--- config.mk ---
export PLATFORM = sky130hd
export DESIGN_NAME = controller
export DESIGN_NICKNAME = d
export VERILOG_FILES = /design/src/logic/ctrlPkg.sv /design/src/logic/stageCtrlIf.sv /design/src/logic/controller.sv /design/src/logic/executeCtrl.sv /design/src/logic/instrDecoder.sv /design/src/logic/memWbCtrl.sv
export VERILOG_INCLUDE_DIRS = /design/src /design/src/logic
export SDC_FILE = /design/constraint.sdc
export NUM_CORES = 1
export LEC_CHECK = 0
export ABC_AREA = 1
export BUFFER_PORTS_ARGS = -buffer_cell sky130_fd_sc_hd__buf_2
export CAP_MARGIN = 20
export CORE_ASPECT_RATIO = 2
export CORE_MARGIN = 3
export CORE_UTILIZATION = 30
export CTS_BUF_LIST = sky130_fd_sc_hd__clkbuf_8
export DETAILED_ROUTE_END_ITERATION = 10
export PLACE_DENSITY_LB_ADDON = 0.12
export SLEW_MARGIN = 40
export SYNTH_ARGS = -nofsm -noshare
export SYNTH_HDL_FRONTEND = slang
export SYNTH_SLANG_ARGS = --single-unit
--- constraint.sdc ---
create_clock -name clk -period 1.05 [get_ports clk]
set_input_delay 0.105 -clock clk [delete_from_list [all_inputs] [get_ports clk]]
set_output_delay 0.105 -clock clk [all_outputs]
set_load 0.01 [all_outputs]
--- src/logic/ctrl_consts.svh ---
// Control unit constants
// Instruction field widths and bit positions
// Memory read/write pair and ALU control widths

`ifndef CTRL_CONSTS_SVH
`define CTRL_CONSTS_SVH

//////////////////////////////
// Instruction fields
//////////////////////////////
`define INSTR_W 32     // RV32I instruction word
`define OPCODE_W 7     // Major opcode, bits 6..0
`define FUNCT3_W 3     // Minor opcode
`define FUNCT7_W 7     // Upper function field
`define RS1_W 5        // Source register / CSR uimm

`define FUNCT3_LSB 12  // Lowest bit of funct3
`define RS1_LSB 15     // Lowest bit of rs1 and uimm
`define FUNCT7_LSB 25  // Lowest bit of funct7

//////////////////////////////
// Control bundles
//////////////////////////////
`define MEMRW_W 2      // Upper bit read, lower bit write
`define ALUCTRL_W 2    // {subArith, aluOp}

`endif

--- src/logic/ctrlPkg.sv ---
// Control unit types
// Opcode map of the base integer set
// Immediate format and writeback result source encodings

`default_nettype none

`include "ctrl_consts.svh"

package ctrlPkg;

  //////////////////////////////
  // Major opcodes
  //////////////////////////////
  typedef enum logic [`OPCODE_W-1:0] {
    load   = 7'b0000011, // lb lh lw lbu lhu
    opImm  = 7'b0010011, // Register-immediate ALU
    auipc  = 7'b0010111,
    store  = 7'b0100011, // sb sh sw
    op     = 7'b0110011, // Register-register ALU
    lui    = 7'b0110111,
    branch = 7'b1100011,
    jalr   = 7'b1100111,
    jal    = 7'b1101111,
    system = 7'b1110011  // CSR access and privileged ops
  } opcodeT;

  // Immediate extension format, matches the datapath extender
  typedef enum logic [2:0] {
    immI = 3'b000,
    immS = 3'b001,
    immB = 3'b010,
    immJ = 3'b011,
    immU = 3'b100        // lui and auipc
  } immSrcT;

  // Writeback source select
  typedef enum logic [2:0] {
    resAlu = 3'b000,
    resMem = 3'b001,     // Load data
    resCsr = 3'b010      // CSR read data
  } resultSrcT;

endpackage

`default_nettype wire

--- src/logic/stageCtrlIf.sv ---
// Pipeline control bundles
// decodeCtrlIf carries Decode control bits into the Execute register
// execCtrlIf carries Execute control bits into the Memory register

`timescale 1ns/1ps
`default_nettype none

`include "ctrl_consts.svh"

interface decodeCtrlIf;
  logic                  regWrite;     // Writes rd
  ctrlPkg::resultSrcT    resultSrc;
  logic [`MEMRW_W-1:0]   memRW;        // {read, write}
  logic                  jump;
  logic                  branch;
  logic                  aluSrcA;      // PC as operand A
  logic                  aluSrcB;      // Immediate as operand B
  logic                  aluResultSrc; // Bypass ALU result
  logic [`ALUCTRL_W-1:0] aluControl;   // {subArith, aluOp}
  logic                  csrRead;
  logic                  csrWrite;
  logic                  privileged;
  logic [`FUNCT3_W-1:0]  funct3;

  modport decoder (output regWrite, resultSrc, memRW, jump, branch, aluSrcA, aluSrcB,
                   aluResultSrc, aluControl, csrRead, csrWrite, privileged, funct3);
  modport execute (input regWrite, resultSrc, memRW, jump, branch, aluSrcA, aluSrcB,
                   aluResultSrc, aluControl, csrRead, csrWrite, privileged, funct3);
endinterface

interface execCtrlIf;
  logic                 regWrite;
  ctrlPkg::resultSrcT   resultSrc;
  logic [`MEMRW_W-1:0]  memRW;
  logic                 csrRead;
  logic                 csrWrite;
  logic                 privileged;
  logic [`FUNCT3_W-1:0] funct3;       // Access size for the LSU
  logic                 instrValid;

  modport execute (output regWrite, resultSrc, memRW, csrRead, csrWrite, privileged, funct3,
                   instrValid);
  modport memory (input regWrite, resultSrc, memRW, csrRead, csrWrite, privileged, funct3,
                  instrValid);
endinterface

`default_nettype wire

--- src/logic/controller.sv ---
// Pipelined instruction control unit, top level
// Decoder, Execute control and Memory/Writeback control
// joined through the stage control interfaces

`timescale 1ns/1ps
`default_nettype none

`include "ctrl_consts.svh"

module controller (
  input  logic                  clk,
  input  logic                  rst,
  // Decode
  input  logic [`INSTR_W-1:0]   instrD,
  input  logic                  stallD, flushD,
  output ctrlPkg::immSrcT       immSrcD,
  output logic                  illegalInstrD,
  output logic                  jumpD, branchD,
  output logic                  storeStallD,   // To hazard unit
  output logic                  instrValidD,
  // Execute
  input  logic [1:0]            flagsE,        // {eq, lt}
  input  logic                  stallE, flushE,
  output logic                  pcSrcE,
  output logic [`ALUCTRL_W-1:0] aluControlE,
  output logic                  aluSrcAE, aluSrcBE,
  output logic                  aluResultSrcE,
  output logic                  memReadE, csrReadE,
  output logic [`FUNCT3_W-1:0]  funct3E,
  output logic                  branchSignedE,
  output logic                  instrValidE,
  // Memory
  input  logic                  stallM, flushM,
  output logic [`MEMRW_W-1:0]   memRWM,
  output logic                  csrReadM, csrWriteM, privilegedM,
  output logic [`FUNCT3_W-1:0]  funct3M,
  output logic                  regWriteM,
  output logic                  instrValidM,
  // Writeback
  input  logic                  stallW, flushW,
  output logic                  regWriteW,
  output ctrlPkg::resultSrcT    resultSrcW
);

  decodeCtrlIf deIf ();  // Decode to Execute bundle
  execCtrlIf   emIf ();  // Execute to Memory bundle

  instrDecoder decoder_inst (.instrD, .immSrcD, .illegalInstrD, .jumpD, .branchD, .deIf);

  executeCtrl executeCtrl_inst (
    .clk, .rst, .stallD, .flushD, .stallE, .flushE, .flagsE, .deIf, .emIf,
    .instrValidD, .pcSrcE, .aluControlE, .aluSrcAE, .aluSrcBE, .aluResultSrcE,
    .memReadE, .csrReadE, .funct3E, .branchSignedE, .instrValidE, .storeStallD
  );

  memWbCtrl memWbCtrl_inst (
    .clk, .rst, .stallM, .flushM, .stallW, .flushW, .emIf,
    .memRWM, .csrReadM, .csrWriteM, .privilegedM, .funct3M, .regWriteM, .instrValidM,
    .regWriteW, .resultSrcW
  );
endmodule

`default_nettype wire

--- src/logic/executeCtrl.sv ---
// Decode valid register and Execute control register
// Branch resolution from the comparator flags
// Store stall for a memory access right behind a store

`timescale 1ns/1ps
`default_nettype none

`include "ctrl_consts.svh"

module executeCtrl (
  input  logic                  clk,
  input  logic                  rst,
  input  logic                  stallD, flushD,
  input  logic                  stallE, flushE,
  input  logic [1:0]            flagsE,        // {eq, lt}
  decodeCtrlIf.execute          deIf,
  execCtrlIf.execute            emIf,
  output logic                  instrValidD,
  output logic                  pcSrcE,
  output logic [`ALUCTRL_W-1:0] aluControlE,
  output logic                  aluSrcAE, aluSrcBE,
  output logic                  aluResultSrcE,
  output logic                  memReadE, csrReadE,
  output logic [`FUNCT3_W-1:0]  funct3E,
  output logic                  branchSignedE,
  output logic                  instrValidE,
  output logic                  storeStallD
);
  import ctrlPkg::*;

  localparam int CtrlEW = 1 + $bits(resultSrcT) + `MEMRW_W + 2 + `ALUCTRL_W + 6
                        + `FUNCT3_W + 1;

  logic [CtrlEW-1:0]             ctrlDIn, ctrlE;
  logic                          regWriteE, jumpE, branchE;
  logic [$bits(resultSrcT)-1:0]  resultSrcE;
  logic [`MEMRW_W-1:0]           memRWE;     // {read, write}
  logic                          csrWriteE, privilegedE;
  logic                          eqE, ltE, branchFlagE, branchTakenE;

  // Decode valid bit, set by the first unstalled edge after reset
  always_ff @(posedge clk) begin
    if (rst) instrValidD <= 1'b0;
    else if (!stallD) instrValidD <= ~flushD;
  end

  //////////////////////////////
  // Execute control register
  //////////////////////////////
  assign ctrlDIn = {deIf.regWrite, deIf.resultSrc, deIf.memRW, deIf.jump, deIf.branch,
                    deIf.aluControl, deIf.aluSrcA, deIf.aluSrcB, deIf.aluResultSrc,
                    deIf.csrRead, deIf.csrWrite, deIf.privileged, deIf.funct3, instrValidD};

  always_ff @(posedge clk) begin
    if (rst) ctrlE <= '0;
    else if (!stallE) ctrlE <= flushE ? '0 : ctrlDIn; // Hold while stalled
  end

  assign {regWriteE, resultSrcE, memRWE, jumpE, branchE, aluControlE, aluSrcAE, aluSrcBE,
          aluResultSrcE, csrReadE, csrWriteE, privilegedE, funct3E, instrValidE} = ctrlE;

  //////////////////////////////
  // Branch resolution
  //////////////////////////////
  assign {eqE, ltE}    = flagsE;
  assign branchFlagE   = funct3E[2] ? ltE : eqE;       // beq/bne vs blt/bge family
  assign branchTakenE  = branchFlagE ^ funct3E[0];     // Odd funct3 inverts
  assign pcSrcE        = jumpE | (branchE & branchTakenE);
  assign branchSignedE = branchE & (funct3E[2:1] != 2'b11); // bltu/bgeu unsigned

  assign memReadE    = memRWE[1];
  assign storeStallD = memRWE[0] & (|deIf.memRW); // Load or store behind a store

  // On to Memory
  assign emIf.regWrite   = regWriteE;
  assign emIf.resultSrc  = resultSrcT'(resultSrcE);
  assign emIf.memRW      = memRWE;
  assign emIf.csrRead    = csrReadE;
  assign emIf.csrWrite   = csrWriteE;
  assign emIf.privileged = privilegedE;
  assign emIf.funct3     = funct3E;
  assign emIf.instrValid = instrValidE;
endmodule

`default_nettype wire

--- src/logic/instrDecoder.sv ---
// Decode-stage instruction decoder
// Main decoder with strict funct3/funct7 legality checks
// ALU decoder for add/sub, sra, slt and sltu
// CSR write rule for set and clear forms with a zero source

`timescale 1ns/1ps
`default_nettype none

`include "ctrl_consts.svh"

module instrDecoder (
  input  logic [`INSTR_W-1:0] instrD,
  output ctrlPkg::immSrcT     immSrcD,
  output logic                illegalInstrD,
  output logic                jumpD,
  output logic                branchD,
  decodeCtrlIf.decoder        deIf
);
  import ctrlPkg::*;

  opcodeT               opD;
  logic [`FUNCT3_W-1:0] funct3D;
  logic [`FUNCT7_W-1:0] funct7D;
  logic [`RS1_W-1:0]    rs1D;

  logic funct7ZeroD, funct7AltD;           // 0000000 and 0100000
  logic immLegalD, regLegalD;              // opImm and op encodings
  logic loadLegalD, storeLegalD;
  logic branchLegalD, jalrLegalD;

  logic                regWriteD;
  logic                aluSrcAD, aluSrcBD;
  logic [`MEMRW_W-1:0] memRWD;
  resultSrcT           resultSrcD;
  logic                aluOpD, aluResultSrcD;
  logic                csrReadD, privilegedD;
  logic                subD, sraD, sltD, sltuD, subArithD;
  logic                csrZeroSrcD;

  // Field extraction
  assign opD     = opcodeT'(instrD[`OPCODE_W-1:0]);
  assign funct3D = instrD[`FUNCT3_LSB +: `FUNCT3_W];
  assign funct7D = instrD[`FUNCT7_LSB +: `FUNCT7_W];
  assign rs1D    = instrD[`RS1_LSB +: `RS1_W];

  //////////////////////////////
  // Legality checks
  //////////////////////////////
  assign funct7ZeroD  = (funct7D == 7'b0000000);
  assign funct7AltD   = (funct7D == 7'b0100000);  // sub, sra, srai
  assign immLegalD    = ((funct3D != 3'd1) && (funct3D != 3'd5))    // Non-shift immediates
                      | ((funct3D == 3'd1) & funct7ZeroD)            // slli
                      | ((funct3D == 3'd5) & (funct7ZeroD | funct7AltD));
  assign regLegalD    = funct7ZeroD | (funct7AltD & ((funct3D == 3'd0) | (funct3D == 3'd5)));
  assign loadLegalD   = (funct3D <= 3'd2) | (funct3D == 3'd4) | (funct3D == 3'd5);
  assign storeLegalD  = (funct3D <= 3'd2);        // sb sh sw
  assign branchLegalD = (funct3D[2:1] != 2'b01);  // No funct3 2 or 3
  assign jalrLegalD   = (funct3D == 3'd0);

  //////////////////////////////
  // Main decoder
  //////////////////////////////
  always_comb begin
    regWriteD     = 1'b0;        // Illegal until an opcode matches
    immSrcD       = immI;
    aluSrcAD      = 1'b0;
    aluSrcBD      = 1'b0;
    memRWD        = '0;
    resultSrcD    = resAlu;
    branchD       = 1'b0;
    aluOpD        = 1'b0;
    jumpD         = 1'b0;
    aluResultSrcD = 1'b0;
    csrReadD      = 1'b0;
    privilegedD   = 1'b0;
    illegalInstrD = 1'b1;
    case (opD)
      load: if (loadLegalD) begin
        regWriteD = 1'b1; aluSrcBD = 1'b1; illegalInstrD = 1'b0;
        memRWD = 2'b10;                  // Read
        resultSrcD = resMem;
      end
      opImm: if (immLegalD) begin
        regWriteD = 1'b1; aluSrcBD = 1'b1; aluOpD = 1'b1; illegalInstrD = 1'b0;
      end
      auipc: begin
        regWriteD = 1'b1; immSrcD = immU; illegalInstrD = 1'b0;
        aluSrcAD = 1'b1; aluSrcBD = 1'b1; // PC plus upper immediate
      end
      store: if (storeLegalD) begin
        immSrcD = immS; aluSrcBD = 1'b1; illegalInstrD = 1'b0;
        memRWD = 2'b01;                  // Write
      end
      op: if (regLegalD) begin
        regWriteD = 1'b1; aluOpD = 1'b1; illegalInstrD = 1'b0;
      end
      lui: begin
        regWriteD = 1'b1; immSrcD = immU; aluSrcBD = 1'b1; illegalInstrD = 1'b0;
        aluResultSrcD = 1'b1;            // Immediate passes straight through
      end
      branch: if (branchLegalD) begin
        immSrcD = immB; aluSrcAD = 1'b1; aluSrcBD = 1'b1; illegalInstrD = 1'b0;
        branchD = 1'b1;                  // Target from PC plus offset
      end
      jalr: if (jalrLegalD) begin
        regWriteD = 1'b1; aluSrcBD = 1'b1; illegalInstrD = 1'b0;
        jumpD = 1'b1; aluResultSrcD = 1'b1; // rd gets PC+4
      end
      jal: begin
        regWriteD = 1'b1; immSrcD = immJ; illegalInstrD = 1'b0;
        aluSrcAD = 1'b1; aluSrcBD = 1'b1; jumpD = 1'b1; aluResultSrcD = 1'b1;
      end
      system: begin
        illegalInstrD = 1'b0;
        if (funct3D == 3'd0) begin
          privilegedD = 1'b1;            // ecall, ebreak, mret and friends
        end else begin
          regWriteD = 1'b1; csrReadD = 1'b1;
          resultSrcD = resCsr;
        end
      end
      default: illegalInstrD = 1'b1;     // Unknown opcode
    endcase
  end

  //////////////////////////////
  // ALU decoder and CSR rule
  //////////////////////////////
  assign subD      = (opD == op) & (funct3D == 3'd0) & funct7D[5]; // Not addi
  assign sraD      = (funct3D == 3'd5) & funct7D[5];               // sra and srai
  assign sltD      = (funct3D == 3'd2);
  assign sltuD     = (funct3D == 3'd3);
  assign subArithD = aluOpD & (subD | sraD | sltD | sltuD);

  // csrrs/csrrc with x0 and csrrsi/csrrci with zero uimm read only
  assign csrZeroSrcD = (rs1D == '0);
  assign deIf.csrWrite = csrReadD & ~(csrZeroSrcD & funct3D[1]);

  assign deIf.regWrite     = regWriteD;
  assign deIf.resultSrc    = resultSrcD;
  assign deIf.memRW        = memRWD;
  assign deIf.jump         = jumpD;
  assign deIf.branch       = branchD;
  assign deIf.aluSrcA      = aluSrcAD;
  assign deIf.aluSrcB      = aluSrcBD;
  assign deIf.aluResultSrc = aluResultSrcD;
  assign deIf.aluControl   = {subArithD, aluOpD};
  assign deIf.csrRead      = csrReadD;
  assign deIf.privileged   = privilegedD;
  assign deIf.funct3       = funct3D;
endmodule

`default_nettype wire

--- src/logic/memWbCtrl.sv ---
// Memory and Writeback control registers
// Each register has its own stall and flush

`timescale 1ns/1ps
`default_nettype none

`include "ctrl_consts.svh"

module memWbCtrl (
  input  logic                 clk,
  input  logic                 rst,
  input  logic                 stallM, flushM,
  input  logic                 stallW, flushW,
  execCtrlIf.memory            emIf,
  output logic [`MEMRW_W-1:0]  memRWM,       // {read, write}
  output logic                 csrReadM, csrWriteM, privilegedM,
  output logic [`FUNCT3_W-1:0] funct3M,
  output logic                 regWriteM,
  output logic                 instrValidM,
  output logic                 regWriteW,
  output ctrlPkg::resultSrcT   resultSrcW
);
  import ctrlPkg::*;

  localparam int CtrlMW = 1 + $bits(resultSrcT) + `MEMRW_W + 3 + `FUNCT3_W + 1;
  localparam int CtrlWW = 1 + $bits(resultSrcT);

  logic [CtrlMW-1:0]            ctrlEIn, ctrlM;
  logic [CtrlWW-1:0]            ctrlW;
  logic [$bits(resultSrcT)-1:0] resultSrcM, resultSrcBitsW;

  //////////////////////////////
  // Memory control register
  //////////////////////////////
  assign ctrlEIn = {emIf.regWrite, emIf.resultSrc, emIf.memRW, emIf.csrRead, emIf.csrWrite,
                    emIf.privileged, emIf.funct3, emIf.instrValid};

  always_ff @(posedge clk) begin
    if (rst) ctrlM <= '0;
    else if (!stallM) ctrlM <= flushM ? '0 : ctrlEIn; // Flush ignored while stalled
  end

  assign {regWriteM, resultSrcM, memRWM, csrReadM, csrWriteM, privilegedM, funct3M,
          instrValidM} = ctrlM;

  //////////////////////////////
  // Writeback control register
  //////////////////////////////
  always_ff @(posedge clk) begin
    if (rst) ctrlW <= '0;
    else if (!stallW) ctrlW <= flushW ? '0 : {regWriteM, resultSrcM};
  end

  assign {regWriteW, resultSrcBitsW} = ctrlW;
  assign resultSrcW = resultSrcT'(resultSrcBitsW); // Result mux select
endmodule

`default_nettype wire

==> metrics.md, run 1 <==
| Metric | Value |
|---|---|
| Status | `finished, violations left` |
| Failing checks | `setup timing` |
| Slew Viols, Final | `0` |
| Combinational family with the most area after synthesis | `simple AND/OR/NAND/NOR gates` |
| Skew final | `0.00539 ns` |
| Die height | `118 um` |
| Synth area leader | `dfxtp_1` |
| Crit-path max FO | `4` |
| Via count | `2149` |
| Final Cycle Share | `1.19` |
| Ys Warns | `0` |
| Synth top area cells | `dfxtp_1 37%, nand2_1 14%, a21oi_1 9.3%, nor2_1 7.8%, inv_1 5.4%` |
| Port Buf Inserts | `67` |
| Cts hold-fix bufs | `0` |
| Power density cells | `966 mW/mm^2` |
| Initial Util | `0.310` |
| Post-synthesis compound-gate area fraction | `0.169` |
| Post-Synth Adder-Cell Area | `0` |
| Mapped Cells | `286` |
| Remaining global-route overflow | `0` |
| CP peak stage delay | `roughly 0.35 ns` |
| Syn nets | `330` |
| DR pass1 iterations | `4` |
| Startpoint Class | `register` |
| Net count, final | `430` |
| Root buffer cell | `clkbuf_8` |
| CTS tree | `yes` |
| Top achievable clock speed | `~800 MHz` |
| Filler Cells Inserted | `646` |
| Synth Area in Simple Gates | `0.334` |
| Worst setup margin | `-0.198 ns` |
| Crit-path cells | `nand2_1 -> o21ai_1 -> inv_1 -> nand2_1 -> nand2_1 -> o21bai_1 -> buf_2` |
| Post-Place Setup Slack | `-0.226 ns` |
| Post-synthesis cell area | `0.00188 mm^2` |
| HP Start | `stallD` |
| Top cell type's share of synthesized area | `0.373` |
| Worst Setup SP | `executeCtrl_inst.ctrlE[3]` |
| Worst path most repeated cell | `nand2_1` |
| CP Class | `reg2out` |
| Yosys reg bits | `35` |
| Syn_area_per_cell | `6.57 um^2` |
| Routed wire per std cell | `about 12 um` |
| Mux cell area share after synthesis | `0` |
| GRT Total Usage | `0.171` |
| Die Footprint | `0.00730 mm^2` |
| CP top delay family | `flip-flops` |
| Diode count | `0` |
| H-tree levels | `2` |
| Final WL | `between 5000 and 6000 um` |
| Worst skew pair latency | `about 0.28 ns` |
| Sum Neg Setup Slack | `-0.615 ns` |
| CP max stage cell | `dfxtp_2` |
| Initial antenna violation count | `0` |
| Worst hold path class | `in2reg` |
| Number of buffers created by CTS | `5` |
| Xor/xnor share of the synthesized area | `0` |
| Clk sinks | `35` |
| Pin count of the biggest net entering global routing | `21` |
| Crit Reg-Reg Startpoint | `executeCtrl_inst.ctrlE[3]` |
| Sequential cell area | `702 um^2` |
| Routed Antenna Nets | `0` |
| Final setup violation count | `6` |
| CP Data Required Time | `between 0.9 and 1 ns` |
| CP Capture Type | `output port` |
| RSZ-0062 raised after global routing | `true` |
| Worst-path clk slew | `approximately 0.070 ns` |
| LEAKAGE | `1.50 nW` |
| Worst VDD drop | `0.411 mV` |
| Multi-input gate area | `0.00119 mm^2` |
| WP data arrival | `1.14 ns` |
| DRT iter0 DRCs | `58` |
| Area growth syn-to-layout | `61.9%` |
| Endpoints failing hold | `0` |
| Core area | `0.00606 mm^2` |
| Vias in the first global route | `2081` |
| Die X | `61.9 um` |
| First-pass GRT wire length | `around 9400 um` |
| Number of distinct library cells after synthesis | `30` |
| Worst Path Buf+Inv | `2` |
| Final GP Congestion | `roughly 0.85` |
| Layout cells sized above 1 | `0.464` |
| Row cnt | `40` |
| Longest Clk Path Bufs | `2` |
| Register area share after synthesis | `0.373` |
| # DRC | `0` |
| Ports | `just under 80` |
| Maxcap violations | `0` |
| Final min period | `between 1 and 1.5 ns` |
| Hpwl dp | `4450 um` |
| Vias/cell | `4.57` |
[worst reg2reg max path, delay by kind of cell, from the launching register on]
| kind | cells | cell delay [ns] |
|---|---|---|
| AOI/OAI and AO/OA | 1 | 0.14 |
| buffers and inverters | 2 | 0.24 |
| DFF | 1 | 0.33 |
| and+or+nand+nor | 1 | 0.05 |
[cell families (layout without fill, tap and decap cells)]
group | after synthesis | after routing
simple gates | 141 | 141
compound gates | 60 | 60
buf+inv | 49 | 149
flops | 35 | 35
other cells | 1 | 1
[cell type report]
class	count	share of cell area
multi-input combinational	202	0.393
timing repair buffer	113	0.267
sequential	35	0.231
inverter	29	0.0457
tap	84	0.0346
clock buffer	6	0.0272
clock inverter	1	0.00165
[timing repair]
item / 4_1_cts / 5_1_grt
buffers inserted: 10 / 10
gates resized for setup: 64 / 44
pin swaps: 23 / 26
setup endpoints to repair: 9 / 13
hold endpoints to repair: 0 / 0
[placed cells by master (no fill, tap or decap), drive strengths merged, types with 6 or more instances in the layout]
cell type,n
nand2,76
nand3,13
clkbuf,6
dfxtp,35
o21ai,18
buf,113
a21oi,36
inv,28
nor2,44
[registers in the layout, indices dropped and copies added (netlist names)]
register,count
executeCtrl_inst.ctrlE,19
executeCtrl_inst.instrValidD,1
memWbCtrl_inst.ctrlM,12
memWbCtrl_inst.ctrlW,3
[metrics by stage]
step	total power, mW	cells	utilization	instance area [um^2]	hold slack [ns]
3_5_place_dp	1.84	445	0.398	2410	0.359
6_report	2.94	470	0.502	3040	0.0614
3_3_place_gp	1.84	445	0.398	2410	0.353
2_1_floorplan	1.64	286	-	1880	0.222
4_1_cts	2.91	462	0.461	2790	0.0537
5_1_grt	3.11	470	0.502	3040	0.0765
[metal layers]
metal,up-vias,track usage,share of wire
li1,1107,-,-
met1,978,0.157,0.33
met2,46,0.310,0.59
met3,18,0.0241,0.023
met4,0,0.118,0.053
met5,-,0,0
[Yosys cell counts, drive strengths merged]
cell    count
a21oi      36
a31oi       1
nor3        3
clkbuf      6
nor4        2
nor2       44
a21boi      2
buf        14
o21bai      1
inv        29
o32ai       1
nand4       3
nand3      13
conb        1
dfxtp      35
nand2      76
o22ai       1
o21ai      18
[power by group]
part	total, mW	leakage, nW	internal [mW]	switching [mW]
clock	0.964	0.0470	0.514	0.450
sequential	1.38	0.286	1.36	0.0196
combinational	0.588	1.17	0.272	0.316
[path summary, 6_finish.rpt]
kind                                  endpoint  slack, ns  depth (start not counted)
setup / recovery                        pcSrcE      -0.20                          7
hold / removal    executeCtrl_inst.instrValidD       0.06                          3
setup reg to reg       memWbCtrl_inst.ctrlM[3]       0.18                          4
hold reg to reg      executeCtrl_inst.ctrlE[9]       0.47                          2
No activity file was read; power rests on OpenSTA's default activity.
==> run 2: changes to the inputs <==
- SKIP_LAST_GASP: default -> 1
==> metrics.md, run 2 (synthesis results as in run 1) <==
| Metric | Value |
|---|---|
| Top achievable clock speed | `797 MHz` |
| Initial antenna violation count | `0` |
| Worst skew pair latency | `a little under 0.3 ns` |
| CTS tree | `yes` |
| R2r endpoint | `memWbCtrl_inst.ctrlM[3]` |
| Final min period | `1.25 ns` |
| H-tree levels | `2` |
| Worst-path clk slew | `around 0.07 ns` |
| Reg with most FFs | `executeCtrl_inst.ctrlE` |
| GR Util met3 | `0.0241` |
| Diode count | `0` |
| Util after Layout | `0.500` |
| Total power | `2.93 mW` |
| Routed wire per std cell | `12.6 um` |
| Hpwl dp | `roughly 4500 um` |
| Design Area, Final | `0.00303 mm^2` |
| Commonest non-fill, non-tap cell in the layout | `nand2_1` |
| Port Buf Inserts | `67` |
| Endpoints failing hold | `0` |
| Crit-path max FO | `4` |
| Cts hold-fix bufs | `0` |
| Final setup violation count | `6` |
| Remaining global-route overflow | `0` |
| Critical path capture point | `illegalInstrD` |
| Die X | `61.9 um` |
| CP peak stage delay | `0.21 ns` |
| R2R setup slack | `0.18 ns` |
| Placed cell areas | `0.00241 mm^2` |
| CP max stage cell | `nor2_1` |
| CP Capture Type | `output port` |
| Clk sinks | `35` |
| Met2 Usage GRT | `0.310` |
| Hold WS | `0.0609 ns` |
| Busiest grt layer | `met2` |
| Worst Setup SP | `instrD[6]` |
| WP data arrival | `~1.2 ns` |
| Failing checks | `setup timing` |
| RSZ-0062 raised after global routing | `true` |
| Initial Util | `0.310` |
| FF-to-FF path depth | `4` |
| Layout cells sized above 1 | `0.461` |
| Net count, final | `430` |
| Core area | `just over 0.006 mm^2` |
| Worst path most repeated cell | `nor2_1` |
| CP Data Required Time | `0.94 ns` |
| Row cnt | `40` |
| Final WL | `5900 um` |
| Via count | `2147` |
| Root buffer cell | `clkbuf_8` |
| Die height | `around 120 um` |
| Vias in the first global route | `2079` |
| Final Cycle Share | `1.19` |
| Crit-path cells | `buf_6 -> inv_4 -> nand2_4 -> nor2_1 -> nand2_1 -> o22ai_2 -> nor2_1 -> nand4_1 -> buf_2` |
| # DRC | `0` |
| M1 GR Usage | `0.156` |
| Vias/cell | `4.57` |
| Worst setup margin | `-0.204 ns` |
| LEAKAGE | `~1.5 nW` |
| Status | `finished, violations left` |
| First-pass GRT wire length | `9430 um` |
| Ports | `79` |
| Skew final | `0.00541 ns` |
| GRT Total Usage | `0.171` |
| Commonest non-fill, non-tap cells in the layout | `55 x nand2_1, 54 x buf_2, 38 x buf_4, 35 x a21oi_1, 34 x dfxtp_1` |
| Worst VDD drop | `approximately 0.4 mV` |
| DR pass1 iterations | `4` |
| Startpoint Class | `input pin` |
| Max FFs per register | `19` |
| Worst hold path class | `in2reg` |
| Longest Clk Path Bufs | `2` |
| Slew Viols, Final | `0` |
| Area growth syn-to-layout | `61.4%` |
| Largest regs | `executeCtrl_inst.ctrlE x19, memWbCtrl_inst.ctrlM x12, memWbCtrl_inst.ctrlW x3` |
| Die Footprint | `0.00730 mm^2` |
| CP Class | `in2out` |
| Filler Cells Inserted | `653` |
| Power density cells | `968 mW/mm^2` |
| Routed Antenna Nets | `0` |
| Pin count of the biggest net entering global routing | `21` |
| DRT iter0 DRCs | `57` |
| Number of buffers created by CTS | `5` |
| Maxcap violations | `0` |
| Final GP Congestion | `~0.85` |
| Crit Reg-Reg Startpoint | `executeCtrl_inst.ctrlE[3]` |
run 2: cell count changes in the layout (fill, tap and decap cells not counted):
cell,before,now
nor2_1,28,29
nor2_2,9,8
nand3_2,2,3
nand3_4,3,2
run 2: layout make-up:
class	count	area [um^2]	area share
Multi-Input combinational cell	202	1180	0.391
Timing Repair Buffer	113	813	0.268
Sequential cell	35	702	0.232
Inverter	29	139	0.0458
Tap cell	84	105	0.0347
Clock buffer	6	82.6	0.0273
Clock inverter	1	5.00	0.00165
run 2: critical path, delay by kind of cell:
kind                   cells  cell delay [ns]
AND/OR/NAND/NOR            5             0.56
buffers and inverters      3             0.31
AO/OA/AOI/OAI              1             0.17
run 2: what timing repair did:
action                                 CTS  global route
resized for setup                       62            44
endpoints found under the hold margin    0             0
setup endpoints to repair                9            13
buffers inserted                        10            10
cloned                                   0             0
pin swaps                               23            24
run 2: metrics by stage:
step	setup TNS [ns]	worst slack, ns	std cells
floorplan	0	0.0312	286
global placement	-3.04	-0.307	445
detailed placement	-2.87	-0.226	445
CTS	-0.716	-0.213	462
global route	-1.28	-0.303	470
finish	-0.725	-0.204	470
run 2: worst min path at each step:
stage                start                            to  slack, ns  depth (start not counted)
detailed placement  stallD  executeCtrl_inst.instrValidD       0.36                          3
global route        stallW       memWbCtrl_inst.ctrlW[1]       0.08                          3
floorplan           stallM       memWbCtrl_inst.ctrlM[0]       0.22                          2
global placement    stallD  executeCtrl_inst.instrValidD       0.35                          3
CTS                 stallD  executeCtrl_inst.instrValidD       0.05                          3
finish              stallD  executeCtrl_inst.instrValidD       0.06                          3
run 2: report_power, final:
part           switching, mW  internal (mW)
logic                  0.314          0.272
clock network          0.451          0.514
registers             0.0197           1.36
run 2: layer usage:
layer / part of all wire / wire length [um]
met5: 0 / 0
met2: 0.59 / 3460
met3: 0.026 / 151
met1: 0.33 / 1960
met4: 0.056 / 329
==> run 3: changes to the inputs <==
- BUFFER_PORTS_ARGS: -buffer_cell sky130_fd_sc_hd__buf_2 -> -buffer_cell sky130_fd_sc_hd__buf_4
==> metrics.md, run 3 (synthesis results as in run 1) <==
| Metric | Value |
|---|---|
| Worst-path clk slew | `0.07 ns` |
| Sum Neg Setup Slack | `-0.830 ns` |
| Via count | `between 2000 and 2500` |
| CP Class | `reg2out` |
| Cell count after placement | `449` |
| Status | `finished, violations left` |
| LEAKAGE | `1.54 nW` |
| Worst VDD drop | `between 0.5 and 0.6 mV` |
| Hpwl dp | `between 4000 and 5000 um` |
| RSZ-0062 raised after global routing | `true` |
| Die X | `a little over 60 um` |
| DRT iter0 DRCs | `39` |
| Skew final | `between 0.002 and 0.003 ns` |
| Longest Clk Path Bufs | `2` |
| Routed Antenna Nets | `0` |
| Largest regs | `executeCtrl_inst.ctrlE x19, memWbCtrl_inst.ctrlM x12, memWbCtrl_inst.ctrlW x3` |
| Endpoints failing hold | `0` |
| DR pass1 iterations | `4` |
| GRT Total Usage | `0.169` |
| Util after Layout | `0.526` |
| Final GP Congestion | `0.845` |
| Final setup violation count | `7` |
| Ports | `79` |
| Vias in the first global route | `around 2000` |
| Multi-input gate area | `0.00117 mm^2` |
| Total power | `3.25 mW` |
| Crit-path cells | `nand2_1 -> o21ai_1 -> inv_1 -> nand2_1 -> nand2_1 -> o21bai_1 -> buf_4` |
| Row cnt | `40` |
| Layout cells sized above 1 | `0.476` |
| Port Buf Inserts | `between 60 and 70` |
| CP max stage cell | `dfxtp_2` |
| # DRC | `0` |
| Worst path most repeated cell | `nand2_1` |
| Top achievable clock speed | `800 MHz` |
| Remaining global-route overflow | `0` |
| Routed wire per std cell | `12.5 um` |
| Filler Cells Inserted | `620` |
| Placed cell areas | `0.00261 mm^2` |
| Crit-path max FO | `3` |
| Worst setup margin | `-0.200 ns` |
| CP Data Required Time | `0.94 ns` |
| Final Cycle Share | `1.19` |
| Maxcap violations | `0` |
| Worst skew pair latency | `~0.28 ns` |
| Number of buffers created by CTS | `5` |
| Failing checks | `setup timing` |
| CP Capture Type | `output port` |
| Die Footprint | `0.00730 mm^2` |
| Sequential cell area | `702 um^2` |
| Pin count of the biggest net entering global routing | `21` |
| Initial antenna violation count | `0` |
| Slew Viols, Final | `0` |
| CTS tree | `yes` |
| Initial Util | `0.310` |
| H-tree levels | `2` |
| Reg with most FFs | `executeCtrl_inst.ctrlE` |
| Area growth syn-to-layout | `69.5%` |
| Die height | `118 um` |
| First-pass GRT wire length | `9370 um` |
| CP peak stage delay | `about 0.34 ns` |
| Diode count | `0` |
| Startpoint Class | `register` |
| Vias/cell | `4.51` |
| Design Area, Final | `~0.0032 mm^2` |
| Net count, final | `approximately 430` |
| Max FFs per register | `19` |
| Root buffer cell | `clkbuf_8` |
| Non-filler instance count after layout | `473` |
| WP data arrival | `1.14 ns` |
| Worst hold path class | `in2reg` |
| Final WL | `5910 um` |
| Commonest non-fill, non-tap cells in the layout | `95 x buf_4, 53 x nand2_1, 35 x a21oi_1, 34 x dfxtp_1, 29 x nor2_1` |
| Commonest non-fill, non-tap cell in the layout | `buf_4` |
| Core area | `a little over 0.006 mm^2` |
| Power density cells | `slightly above 1000 mW/mm^2` |
| Final min period | `between 1 and 1.5 ns` |
| Clk sinks | `35` |
## run 3: cell types whose count changed in the layout (fill, tap and decap cells not counted), moves of 2 or more
cell | previous run | this run
nand2_1 | 55 | 53
buf_4 | 38 | 95
nand3_2 | 3 | 1
buf_2 | 54 | 0
nand2_2 | 13 | 15
inv_1 | 21 | 19
inv_2 | 4 | 6
## run 3: timing repair
item	4_1_cts	5_1_grt
resized for setup	72	28
gates cloned	0	0
pin swaps	27	22
endpoints found under the setup margin	9	12
hold buffers	0	0
setup buffers	10	9
## run 3: layout make-up
| class | count | share of cell area |
|---|---|---|
| Multi-Input combinational cell | 202 | 0.368 |
| Timing Repair Buffer | 115 | 0.300 |
| Sequential cell | 35 | 0.221 |
| Inverter | 29 | 0.0421 |
| Tap cell | 84 | 0.0330 |
| Clock buffer | 6 | 0.0259 |
| Clock inverter | 2 | 0.0110 |
## run 3: path summary, 6_finish.rpt
check,end,depth (start not counted),slack (ns),from
max,pcSrcE,7,-0.20,executeCtrl_inst.ctrlE[3]
max reg2reg,memWbCtrl_inst.ctrlM[3],5,0.08,executeCtrl_inst.ctrlE[3]
min,memWbCtrl_inst.ctrlW[0],3,0.05,stallW
min reg2reg,executeCtrl_inst.ctrlE[17],2,0.47,executeCtrl_inst.ctrlE[17]
## run 3: metrics by stage
step,hold WS (ns),setup WS (ns)
6_report,0.0486,-0.200
5_1_grt,0.0535,-0.322
4_1_cts,0.0446,-0.230
3_5_place_dp,0.348,-0.272
3_3_place_gp,0.347,-0.313
2_1_floorplan,0.222,0.0312
## run 3: where the power goes
part	switching, mW	total [mW]	internal [mW]
logic	0.312	0.619	0.307
clock network	0.473	1.24	0.768
registers	0.0208	1.39	1.36
total	0.806	3.25	2.44
## run 3: critical path, delay by kind of cell, from the launching register on
family                 cells  cell delay [ns]
AOI/OAI and AO/OA          2             0.18
buffers and inverters      2             0.19
DFF                        1             0.34
and+or+nand+nor            3             0.14
## run 3: layer usage
metal | up-vias | track usage | routed length, um
met2 | 44 | 0.318 | 3580
li1 | 1108 | - | -
met3 | 15 | 0.0241 | 158
met1 | 965 | 0.158 | 1920
met5 | - | 0 | 0
met4 | 0 | 0.0850 | 245
